<file path="config.mk">
export PLATFORM = sky130hd
export DESIGN_NAME = cvxif_subsys
export DESIGN_NICKNAME = d
export VERILOG_FILES = /design/src/hdl/cvxif_pkg.sv /design/src/hdl/hold_buf.sv /design/src/hdl/cvxif_offload.sv /design/src/hdl/xcopro.sv /design/src/hdl/cvxif_wb_merge.sv /design/src/hdl/cvxif_subsys.sv
export VERILOG_INCLUDE_DIRS = /design/src /design/src/hdl
export SDC_FILE = /design/constraint.sdc
export NUM_CORES = 2
export LEC_CHECK = 0
export BUFFER_PORTS_ARGS = -buffer_cell sky130_fd_sc_hd__buf_4
export CAP_MARGIN = 20
export CORE_MARGIN = 4
export CORE_UTILIZATION = 60
export CTS_BUF_LIST = sky130_fd_sc_hd__clkbuf_8 sky130_fd_sc_hd__clkbuf_16
export CTS_CLUSTER_DIAMETER = 40
export DETAILED_ROUTE_END_ITERATION = 8
export GPL_TIMING_DRIVEN = 0
export PLACE_DENSITY_LB_ADDON = 0.2
export RECOVER_POWER = 50
export SLEW_MARGIN = 30
export SYNTH_ARGS = -nofsm -noshare
export SYNTH_HDL_FRONTEND = slang
export SYNTH_SLANG_ARGS = --single-unit
</file>
<file path="constraint.sdc">
create_clock -name clk_i -period 10 [get_ports clk_i]
set_input_delay 1.5 -clock clk_i [delete_from_list [all_inputs] [get_ports clk_i]]
set_output_delay 1.5 -clock clk_i [all_outputs]
set_load 0.005 [all_outputs]
</file>
<file path="src/hdl/cvxif_consts.svh">
// CV-X-IF offload path constants
// Widths, custom-0 decode values, MUL latency and queue depths
`ifndef CVXIF_CONSTS_SVH
`define CVXIF_CONSTS_SVH

// Operand, result and id widths
`define XLEN 32
`define ID_W 4

// Custom-0 major opcode, the only one the coprocessor takes
`define OPC_CUSTOM0 7'b0001011

// Accepted funct3 codes
`define F3_ADD 3'd0
`define F3_XOR 3'd1
`define F3_MUL 3'd2
`define F3_SUB 3'd3

`define MUL_CYCLES 4
`define RES_DEPTH  2
`define REJ_DEPTH  2

// Illegal instruction cause
`define EXC_ILLEGAL 2

`endif

</file>
<file path="src/hdl/cvxif_pkg.sv">
// CV-X-IF offload path types
// Transaction id, coprocessor result record and refusal record
`include "cvxif_consts.svh"

package cvxif_pkg;

  // Transaction id shared by issue, commit and writeback
  typedef logic [`ID_W-1:0] id_t;

  // One coprocessor result waiting for writeback
  typedef struct packed {
    id_t              id;
    logic [`XLEN-1:0] data;
    logic             we;
  } xresult_t;

  // One refused instruction, reported later as an illegal instruction
  typedef struct packed {
    id_t         id;
    logic [31:0] instr;
  } xreject_t;

endpackage

</file>
<file path="src/hdl/hold_buf.sv">
// Small circular FIFO for records of any packed type
// Takes up to two pushes per cycle, the push_i entry going first,
// and shows its head as a valid level plus the record
`timescale 1ns/1ps

module hold_buf #(
  parameter type T = logic,
  parameter int DEPTH = 2
) (
  input  logic clk_i,
  input  logic rst_ni,
  input  logic push_i,
  input  T     data_i,
  input  logic push2_i,
  input  T     data2_i,
  input  logic pop_i,
  output logic valid_o,
  output T     data_o,
  output logic full_o,
  output logic space2_o
);

  localparam int AW = (DEPTH > 1) ? $clog2(DEPTH) : 1;
  localparam int PW = AW + 1;
  localparam int CW = $clog2(DEPTH + 1);

  T mem [DEPTH];

  logic [AW-1:0] wr_ptr_q, rd_ptr_q;
  logic [AW-1:0] slot2;
  logic [CW-1:0] cnt_q;
  logic          do_pop;

  // Pointer advance with wrap at DEPTH
  function automatic logic [AW-1:0] ptr_add(input logic [AW-1:0] p, input logic [1:0] n);
    logic [PW-1:0] sum;
    sum = {1'b0, p} + PW'(n);
    if (sum >= PW'(DEPTH)) begin
      sum = sum - PW'(DEPTH);
    end
    return sum[AW-1:0];
  endfunction

  assign valid_o  = (cnt_q != '0);
  assign data_o   = mem[rd_ptr_q];
  assign full_o   = (int'(cnt_q) == DEPTH);
  assign space2_o = (int'(cnt_q) + 2 <= DEPTH);

  // Popping an empty buffer does nothing
  assign do_pop = pop_i & valid_o;

  // Second entry lands behind the first when both arrive
  assign slot2 = push_i ? ptr_add(wr_ptr_q, 2'd1) : wr_ptr_q;

  always_ff @(posedge clk_i or negedge rst_ni) begin
    if (!rst_ni) begin
      wr_ptr_q <= '0;
      rd_ptr_q <= '0;
      cnt_q    <= '0;
    end else begin
      wr_ptr_q <= ptr_add(wr_ptr_q, {1'b0, push_i} + {1'b0, push2_i});
      if (do_pop) begin
        rd_ptr_q <= ptr_add(rd_ptr_q, 2'd1);
      end
      cnt_q <= cnt_q + CW'(push_i) + CW'(push2_i) - CW'(do_pop);
    end
  end

  always_ff @(posedge clk_i) begin
    if (push_i) begin
      mem[wr_ptr_q] <= data_i;
    end
    if (push2_i) begin
      mem[slot2] <= data2_i;
    end
  end

endmodule

</file>
<file path="src/hdl/cvxif_offload.sv">
// Core-side CV-X-IF functional unit
// Forwards each offloaded instruction as issue and commit to the
// coprocessor and keeps a record of every refused instruction
`timescale 1ns/1ps
`include "cvxif_consts.svh"

module cvxif_offload (
  input  logic                  clk_i,
  input  logic                  rst_ni,
  // From the issue stage
  input  logic                  x_valid_i,
  output logic                  x_ready_o,
  input  logic [31:0]           x_instr_i,
  input  cvxif_pkg::id_t        x_id_i,
  input  logic [`XLEN-1:0]      x_rs1_i,
  input  logic [`XLEN-1:0]      x_rs2_i,
  // To the coprocessor
  output logic                  issue_valid_o,
  input  logic                  issue_ready_i,
  input  logic                  issue_accept_i,
  output logic [31:0]           issue_instr_o,
  output cvxif_pkg::id_t        issue_id_o,
  output logic [`XLEN-1:0]      issue_rs1_o,
  output logic [`XLEN-1:0]      issue_rs2_o,
  output logic                  commit_valid_o,
  // Pending refusals towards the writeback merge
  output logic                  rej_valid_o,
  output cvxif_pkg::xreject_t   rej_o,
  input  logic                  rej_pop_i
);

  logic                rej_full;
  logic                rej_push;
  cvxif_pkg::xreject_t rej_rec;

  // No new issue while a refusal could not be recorded
  assign issue_valid_o  = x_valid_i & ~rej_full;
  assign x_ready_o      = issue_ready_i & ~rej_full;
  assign commit_valid_o = issue_valid_o;

  assign issue_instr_o = x_instr_i;
  assign issue_id_o    = x_id_i;
  assign issue_rs1_o   = x_rs1_i;
  assign issue_rs2_o   = x_rs2_i;

  // Handshake completed but the coprocessor said no
  assign rej_push      = issue_valid_o & issue_ready_i & ~issue_accept_i;
  assign rej_rec.id    = x_id_i;
  assign rej_rec.instr = x_instr_i;

  hold_buf #(
    .T     (cvxif_pkg::xreject_t),
    .DEPTH (`REJ_DEPTH)
  ) u_rej_buf (
    .clk_i    (clk_i),
    .rst_ni   (rst_ni),
    .push_i   (rej_push),
    .data_i   (rej_rec),
    .push2_i  (1'b0),
    .data2_i  ('0),
    .pop_i    (rej_pop_i),
    .valid_o  (rej_valid_o),
    .data_o   (rej_o),
    .full_o   (rej_full),
    .space2_o ()
  );

endmodule

</file>
<file path="src/hdl/xcopro.sv">
// Custom-0 coprocessor on the CV-X-IF issue and commit signals
// Accepts ADD, XOR and SUB (one cycle) and MUL (MUL_CYCLES cycles),
// refuses everything else, and queues results for writeback
`timescale 1ns/1ps
`include "cvxif_consts.svh"

module xcopro (
  input  logic                  clk_i,
  input  logic                  rst_ni,
  input  logic                  issue_valid_i,
  output logic                  issue_ready_o,
  output logic                  issue_accept_o,
  input  logic [31:0]           issue_instr_i,
  input  cvxif_pkg::id_t        issue_id_i,
  input  logic [`XLEN-1:0]      issue_rs1_i,
  input  logic [`XLEN-1:0]      issue_rs2_i,
  input  logic                  commit_valid_i,
  output logic                  res_valid_o,
  output cvxif_pkg::xresult_t   res_o,
  input  logic                  res_pop_i
);

  localparam int CNT_W = $clog2(`MUL_CYCLES);

  logic [6:0]          opcode;
  logic [2:0]          funct3;
  logic                is_mul;
  logic                fire;
  logic                fire_single;
  logic                fire_mul;
  logic [`XLEN-1:0]    alu_res;
  logic                mul_busy_q;
  logic [CNT_W-1:0]    mul_cnt_q;
  logic [`XLEN-1:0]    mul_a_q, mul_b_q;
  cvxif_pkg::id_t      mul_id_q;
  logic                mul_done;
  logic                res_full;
  logic                res_space2;
  cvxif_pkg::xresult_t single_rec, mul_rec;

  // Decode
  assign opcode = issue_instr_i[6:0];
  assign funct3 = issue_instr_i[14:12];
  assign is_mul = (funct3 == `F3_MUL);

  assign issue_accept_o = (opcode == `OPC_CUSTOM0) &&
                          (funct3 inside {`F3_ADD, `F3_XOR, `F3_MUL, `F3_SUB});

  // Work starts once issue and commit come together
  assign fire        = issue_valid_i & commit_valid_i & issue_ready_o;
  assign fire_single = fire & issue_accept_o & ~is_mul;
  assign fire_mul    = fire & issue_accept_o & is_mul;

  always_comb begin
    case (funct3)
      `F3_ADD: alu_res = issue_rs1_i + issue_rs2_i;
      `F3_XOR: alu_res = issue_rs1_i ^ issue_rs2_i;
      `F3_SUB: alu_res = issue_rs1_i - issue_rs2_i;
      default: alu_res = '0;
    endcase
  end

  assign single_rec.id   = issue_id_i;
  assign single_rec.data = alu_res;
  assign single_rec.we   = 1'b1;

  // MUL stage finishes on the last count, waiting if the queue is full
  assign mul_done = mul_busy_q && (mul_cnt_q == CNT_W'(1)) && !res_full;

  assign mul_rec.id   = mul_id_q;
  assign mul_rec.data = mul_a_q * mul_b_q;
  assign mul_rec.we   = 1'b1;

  // While MUL runs, ready only opens in its last cycle, and then
  // the queue must hold both the MUL and a single-cycle result
  assign issue_ready_o = mul_busy_q ? (mul_done & res_space2) : ~res_full;

  always_ff @(posedge clk_i or negedge rst_ni) begin
    if (!rst_ni) begin
      mul_busy_q <= 1'b0;
      mul_cnt_q  <= '0;
    end else if (fire_mul) begin
      mul_busy_q <= 1'b1;
      mul_cnt_q  <= CNT_W'(`MUL_CYCLES - 1);
    end else if (mul_done) begin
      mul_busy_q <= 1'b0;
    end else if (mul_busy_q && mul_cnt_q != CNT_W'(1)) begin
      mul_cnt_q <= mul_cnt_q - CNT_W'(1);
    end
  end

  // Operands and id held for the whole multiply
  always_ff @(posedge clk_i) begin
    if (fire_mul) begin
      mul_a_q  <= issue_rs1_i;
      mul_b_q  <= issue_rs2_i;
      mul_id_q <= issue_id_i;
    end
  end

  hold_buf #(
    .T     (cvxif_pkg::xresult_t),
    .DEPTH (`RES_DEPTH)
  ) u_res_buf (
    .clk_i    (clk_i),
    .rst_ni   (rst_ni),
    .push_i   (mul_done),
    .data_i   (mul_rec),
    .push2_i  (fire_single),
    .data2_i  (single_rec),
    .pop_i    (res_pop_i),
    .valid_o  (res_valid_o),
    .data_o   (res_o),
    .full_o   (res_full),
    .space2_o (res_space2)
  );

endmodule

</file>
<file path="src/hdl/cvxif_wb_merge.sv">
// Writeback merge for the offload path
// Coprocessor results go first; a pending refusal goes out as an
// illegal-instruction exception when no result is waiting
`timescale 1ns/1ps
`include "cvxif_consts.svh"

module cvxif_wb_merge (
  input  logic                  res_valid_i,
  input  cvxif_pkg::xresult_t   res_i,
  input  logic                  rej_valid_i,
  input  cvxif_pkg::xreject_t   rej_i,
  output logic                  res_pop_o,
  output logic                  rej_pop_o,
  output logic                  x_valid_o,
  output cvxif_pkg::id_t        x_id_o,
  output logic [`XLEN-1:0]      x_result_o,
  output logic                  x_we_o,
  output logic                  x_exc_valid_o,
  output logic [`XLEN-1:0]      x_exc_cause_o,
  output logic [`XLEN-1:0]      x_exc_tval_o
);

  // The writeback always takes what is shown, so pop in the same cycle
  assign res_pop_o = res_valid_i;
  assign rej_pop_o = rej_valid_i & ~res_valid_i;

  always_comb begin
    x_valid_o     = 1'b0;
    x_id_o        = '0;
    x_result_o    = '0;
    x_we_o        = 1'b0;
    x_exc_valid_o = 1'b0;
    x_exc_cause_o = '0;
    x_exc_tval_o  = '0;
    if (res_valid_i) begin
      x_valid_o  = 1'b1;
      x_id_o     = res_i.id;
      x_result_o = res_i.data;
      x_we_o     = res_i.we;
    end else if (rej_valid_i) begin
      x_valid_o     = 1'b1;
      x_id_o        = rej_i.id;
      x_exc_valid_o = 1'b1;
      x_exc_cause_o = `XLEN'(`EXC_ILLEGAL);
      // Faulting instruction word as trap value
      x_exc_tval_o  = `XLEN'(rej_i.instr);
    end
  end

endmodule

</file>
<file path="src/hdl/cvxif_subsys.sv">
// CV-X-IF offload subsystem
// Offload unit and custom-0 coprocessor share the issue signals,
// the writeback merge turns their outputs into one writeback stream
`timescale 1ns/1ps
`include "cvxif_consts.svh"

module cvxif_subsys (
  input  logic                  clk_i,
  input  logic                  rst_ni,
  // Issue side
  input  logic                  x_valid_i,
  output logic                  x_ready_o,
  input  logic [31:0]           x_instr_i,
  input  cvxif_pkg::id_t        x_id_i,
  input  logic [`XLEN-1:0]      x_rs1_i,
  input  logic [`XLEN-1:0]      x_rs2_i,
  // Writeback side
  output logic                  x_valid_o,
  output cvxif_pkg::id_t        x_id_o,
  output logic [`XLEN-1:0]      x_result_o,
  output logic                  x_we_o,
  output logic                  x_exc_valid_o,
  output logic [`XLEN-1:0]      x_exc_cause_o,
  output logic [`XLEN-1:0]      x_exc_tval_o
);

  logic                issue_valid;
  logic                issue_ready;
  logic                issue_accept;
  logic [31:0]         issue_instr;
  cvxif_pkg::id_t      issue_id;
  logic [`XLEN-1:0]    issue_rs1, issue_rs2;
  logic                commit_valid;
  logic                rej_valid, rej_pop;
  cvxif_pkg::xreject_t rej;
  logic                res_valid, res_pop;
  cvxif_pkg::xresult_t res;

  cvxif_offload u_offload (
    .clk_i          (clk_i),
    .rst_ni         (rst_ni),
    .x_valid_i      (x_valid_i),
    .x_ready_o      (x_ready_o),
    .x_instr_i      (x_instr_i),
    .x_id_i         (x_id_i),
    .x_rs1_i        (x_rs1_i),
    .x_rs2_i        (x_rs2_i),
    .issue_valid_o  (issue_valid),
    .issue_ready_i  (issue_ready),
    .issue_accept_i (issue_accept),
    .issue_instr_o  (issue_instr),
    .issue_id_o     (issue_id),
    .issue_rs1_o    (issue_rs1),
    .issue_rs2_o    (issue_rs2),
    .commit_valid_o (commit_valid),
    .rej_valid_o    (rej_valid),
    .rej_o          (rej),
    .rej_pop_i      (rej_pop)
  );

  xcopro u_copro (
    .clk_i          (clk_i),
    .rst_ni         (rst_ni),
    .issue_valid_i  (issue_valid),
    .issue_ready_o  (issue_ready),
    .issue_accept_o (issue_accept),
    .issue_instr_i  (issue_instr),
    .issue_id_i     (issue_id),
    .issue_rs1_i    (issue_rs1),
    .issue_rs2_i    (issue_rs2),
    .commit_valid_i (commit_valid),
    .res_valid_o    (res_valid),
    .res_o          (res),
    .res_pop_i      (res_pop)
  );

  cvxif_wb_merge u_merge (
    .res_valid_i   (res_valid),
    .res_i         (res),
    .rej_valid_i   (rej_valid),
    .rej_i         (rej),
    .res_pop_o     (res_pop),
    .rej_pop_o     (rej_pop),
    .x_valid_o     (x_valid_o),
    .x_id_o        (x_id_o),
    .x_result_o    (x_result_o),
    .x_we_o        (x_we_o),
    .x_exc_valid_o (x_exc_valid_o),
    .x_exc_cause_o (x_exc_cause_o),
    .x_exc_tval_o  (x_exc_tval_o)
  );

endmodule

</file>
==> results.yml <==
status:
  status: "finished, violations left"
  violations: "max-capacitance violations, max-slew violations"
yosys:
  synth_edf_count: 212
  synth-seq-area-share: 0.240
  syn_inst: 2719
  synth_ff_type: "edfxtp_1"
  synthTopCellsByArea: "fa_1 30%, edfxtp_1 23%, ha_1 7.4%"
  ys_ff_latch: 223
  synthesis.area_sq_mm: 0.0277
  ys_types: 73
  synth_top_area_share: 0.298
  async_flop_share: 0.0493
  synth_area_leader_cell: "fa_1"
  syn_area_per_cell_sq_um: 10.2
  ys_warn_count: 0
layout:
  multiInputGateArea_sq_mm: 0.0189
  final_area_sq_mm: 0.0306
  fill_cells: 3698
  ff_latch_area_sq_mm: 0.00664
  syn_to_final_growth_pct: 10.7
  fin_nets: 3641
  layout_commonest_cell: "inv_1"
  final_cell_mix: "422 x inv_1, 412 x fa_1, 290 x and2_1"
  drive_gt1_frac: 0.0747
clock_tree:
  clockRootBuffer: "clkbuf_16"
  cts_setup_buffers: 0
  cts_max_level: 1
  hold_buffers: 0
  cts-resized-gates: 0
  clkTransAtPathRegs_ps: 60
  clock_sinks: 223
  cts_tree: "built"
  clockBufferDepth: 3
  insertion_delay_ps: 570
  cts_made_buffers: 31
sta:
  slew_viol_final: 53
  tightest_slew_ps: 2900
  fin_tns_setup_ps: 0
  min_period_over_period: 0.882
  rsz0062_at_grt: "no"
  skew_ps: 21.1
  fmax_ghz: 0.113
  setup_violations: 0
  hold_viol_final: 0
  layout_min_cycle_time_ps: 8820
  relSlewSlack: -0.936
  fin_hold_ws_ps: 551
floorplan:
  boundaryPins: 207
  die-area_sq_mm: 0.0496
  core_area_sq_mm: 0.0455
  fp.dieW_um: 223
  num_rows: 78
  fp.dieH_um: 223
  start_util: 0.609
hold_path:
  min_path_type: "reg2reg"
  holdPathStages: 1
  worstHoldStart: "u_offload.u_rej_buf.cnt_q[1]"
  min_to: "u_offload.u_rej_buf.cnt_q[1]"
detailed_routing:
  wl_um: 89700
  ant_nets: 0
  drc: 0
  wl_per_cell_um: 25.0
  detail_route.vias_per_cell: 5.84
  drtPass1Iterations: 6
  drt_iter0_drc: 1924
  routed-via-count: 20968
placed_design:
  placed_area_sq_mm: 0.0300
  place.gp.congestion: 1.04
  io_buffers: 175
  hpwl_um: 73100
grt:
  antenna_found_initial: 5
  grt_pass1_vias: 21909
  grt_overflow: 0
  grt_pass1_wl_um: 135000
  grt_max_degree: 53
  grt_util_all_layers: 0.365
critical_path:
  crit_required_ps: 10300
  r2r_slack_ps: 1180
  reg2reg_depth: 23
  cp.arrival_ps: 9130
  r2r_end: "u_copro.u_res_buf.mem[0][30]"
  startpoint_type: "register"
  critPathCaptureType: "register"
  worstSetupPathType: "reg2reg"
  crit_fanout: 10
  regToRegStartpoint: "u_copro.mul_a_q[5]"
power:
  powerDensity_mw_per_mm2: 108
  power_mw: 3.31
  p_leak_nw: 14.1
  vdd_drop_max_mv: 0.134
flow_run:
  drv_cap: 1
## state kept, by name, summed over array words and instances, names as in the netlist
register / flops
u_copro.u_res_buf.mem: 72
u_copro.u_res_buf.cnt_q: 2
u_offload.u_rej_buf.mem: 72
u_copro.mul_b_q: 32
u_copro.mul_id_q: 4
u_offload.u_rej_buf.cnt_q: 2
u_copro.mul_busy_q: 1
u_copro.u_res_buf.wr_ptr_q: 1
u_copro.mul_a_q: 32
u_copro.u_res_buf.rd_ptr_q: 1
u_offload.u_rej_buf.rd_ptr_q: 1
u_offload.u_rej_buf.wr_ptr_q: 1
u_copro.mul_cnt_q: 2
## metal layers
layer	wire length, um	track usage
met3	9950	0.0935
met1	35600	0.513
met5	14	0
met4	4000	0.123
met2	40100	0.559
## critical path, cell delays in order (launching register included)
cell,delay [ps]
edfxtp_1,890
clkbuf_1,890
nand2_1,180
fa_1,540
inv_1,60
fa_1,430
fa_1,500
inv_1,50
fa_1,480
inv_1,60
fa_1,450
ha_1,290
fa_1,510
fa_1,440
ha_1,370
a21oi_1,230
a21boi_0,140
a2111oi_0,360
nand2_1,220
a41oi_1,310
a21oi_1,170
a31oi_1,310
mux2_2,380
a211o_1,270
## where the power goes
group	leakage, nW	internal [mW]	switching, mW	total, mW
combinational	11.5	0.460	0.619	1.08
clock	0.521	0.622	0.454	1.08
sequential	2.05	1.13	0.0285	1.16
total	14.1	2.21	1.10	3.31
## Yosys cell counts, types with 5 or more instances
cell type	n
a211o_1	7
a211oi_2	5
a21o_1	21
a21oi_1	74
a22oi_1	20
a31oi_1	9
and2_1	290
and3_1	10
buf_1	7
buf_4	32
clkbuf_1	118
dfrtp_1	11
edfxtp_1	212
fa_1	412
ha_1	164
inv_1	422
mux2_2	10
mux2i_1	113
nand2_1	288
nand3_1	15
nand4_1	7
nor2_1	114
nor2b_1	11
nor3_1	12
o211ai_1	7
o21a_1	7
o21ai_0	43
o21ai_1	6
o21bai_1	9
o22ai_1	5
o31ai_1	6
or3_1	8
xnor2_1	108
xor2_1	67
## cells by family after synthesis
group / Yosys count / synth area share
xor+xnor: 176 / 0.0560
other cells: 1 / 0.000135
flops: 223 / 0.240
buf+inv: 582 / 0.0833
simple gates: 787 / 0.143
compound gates: 251 / 0.0610
fa+ha+maj: 576 / 0.372
mux: 123 / 0.0449
## per-stage QoR
step           utilization  worst slack (ps)  std cells
6_report             0.674              1180       3590
5_1_grt              0.673               874       3587
4_1_cts              0.682              1330       3586
3_5_place_dp         0.659              1390       3529
3_3_place_gp         0.656              1460       3524
2_1_floorplan            -              2840       2749
## worst max-delay path by stage
stage / startpoint / end / slack (ps)
finish: u_copro.mul_a_q[5] / u_copro.u_res_buf.mem[0][30] / 1180
global route: u_copro.mul_a_q[5] / u_copro.u_res_buf.mem[0][30] / 870
CTS: u_copro.mul_a_q[13] / u_copro.u_res_buf.mem[1][31] / 1330
detailed placement: u_copro.mul_a_q[13] / u_copro.u_res_buf.mem[1][31] / 1390
global placement: u_copro.mul_a_q[13] / u_copro.u_res_buf.mem[1][31] / 1460
floorplan: u_copro.mul_a_q[13] / u_copro.u_res_buf.mem[0][30] / 2840
## layout make-up
cell class,count,share of cell area
Inverter,425,0.0521
Tap cell,600,0.0245
Buffer,157,0.0233
Sequential cell,223,0.217
Multi-Input combinational cell,1944,0.615
Timing Repair Buffer,180,0.0346
Clock buffer,33,0.0262
Antenna cell,4,0.000327
Clock inverter,24,0.00678
Power figures use the tool's default switching activity.
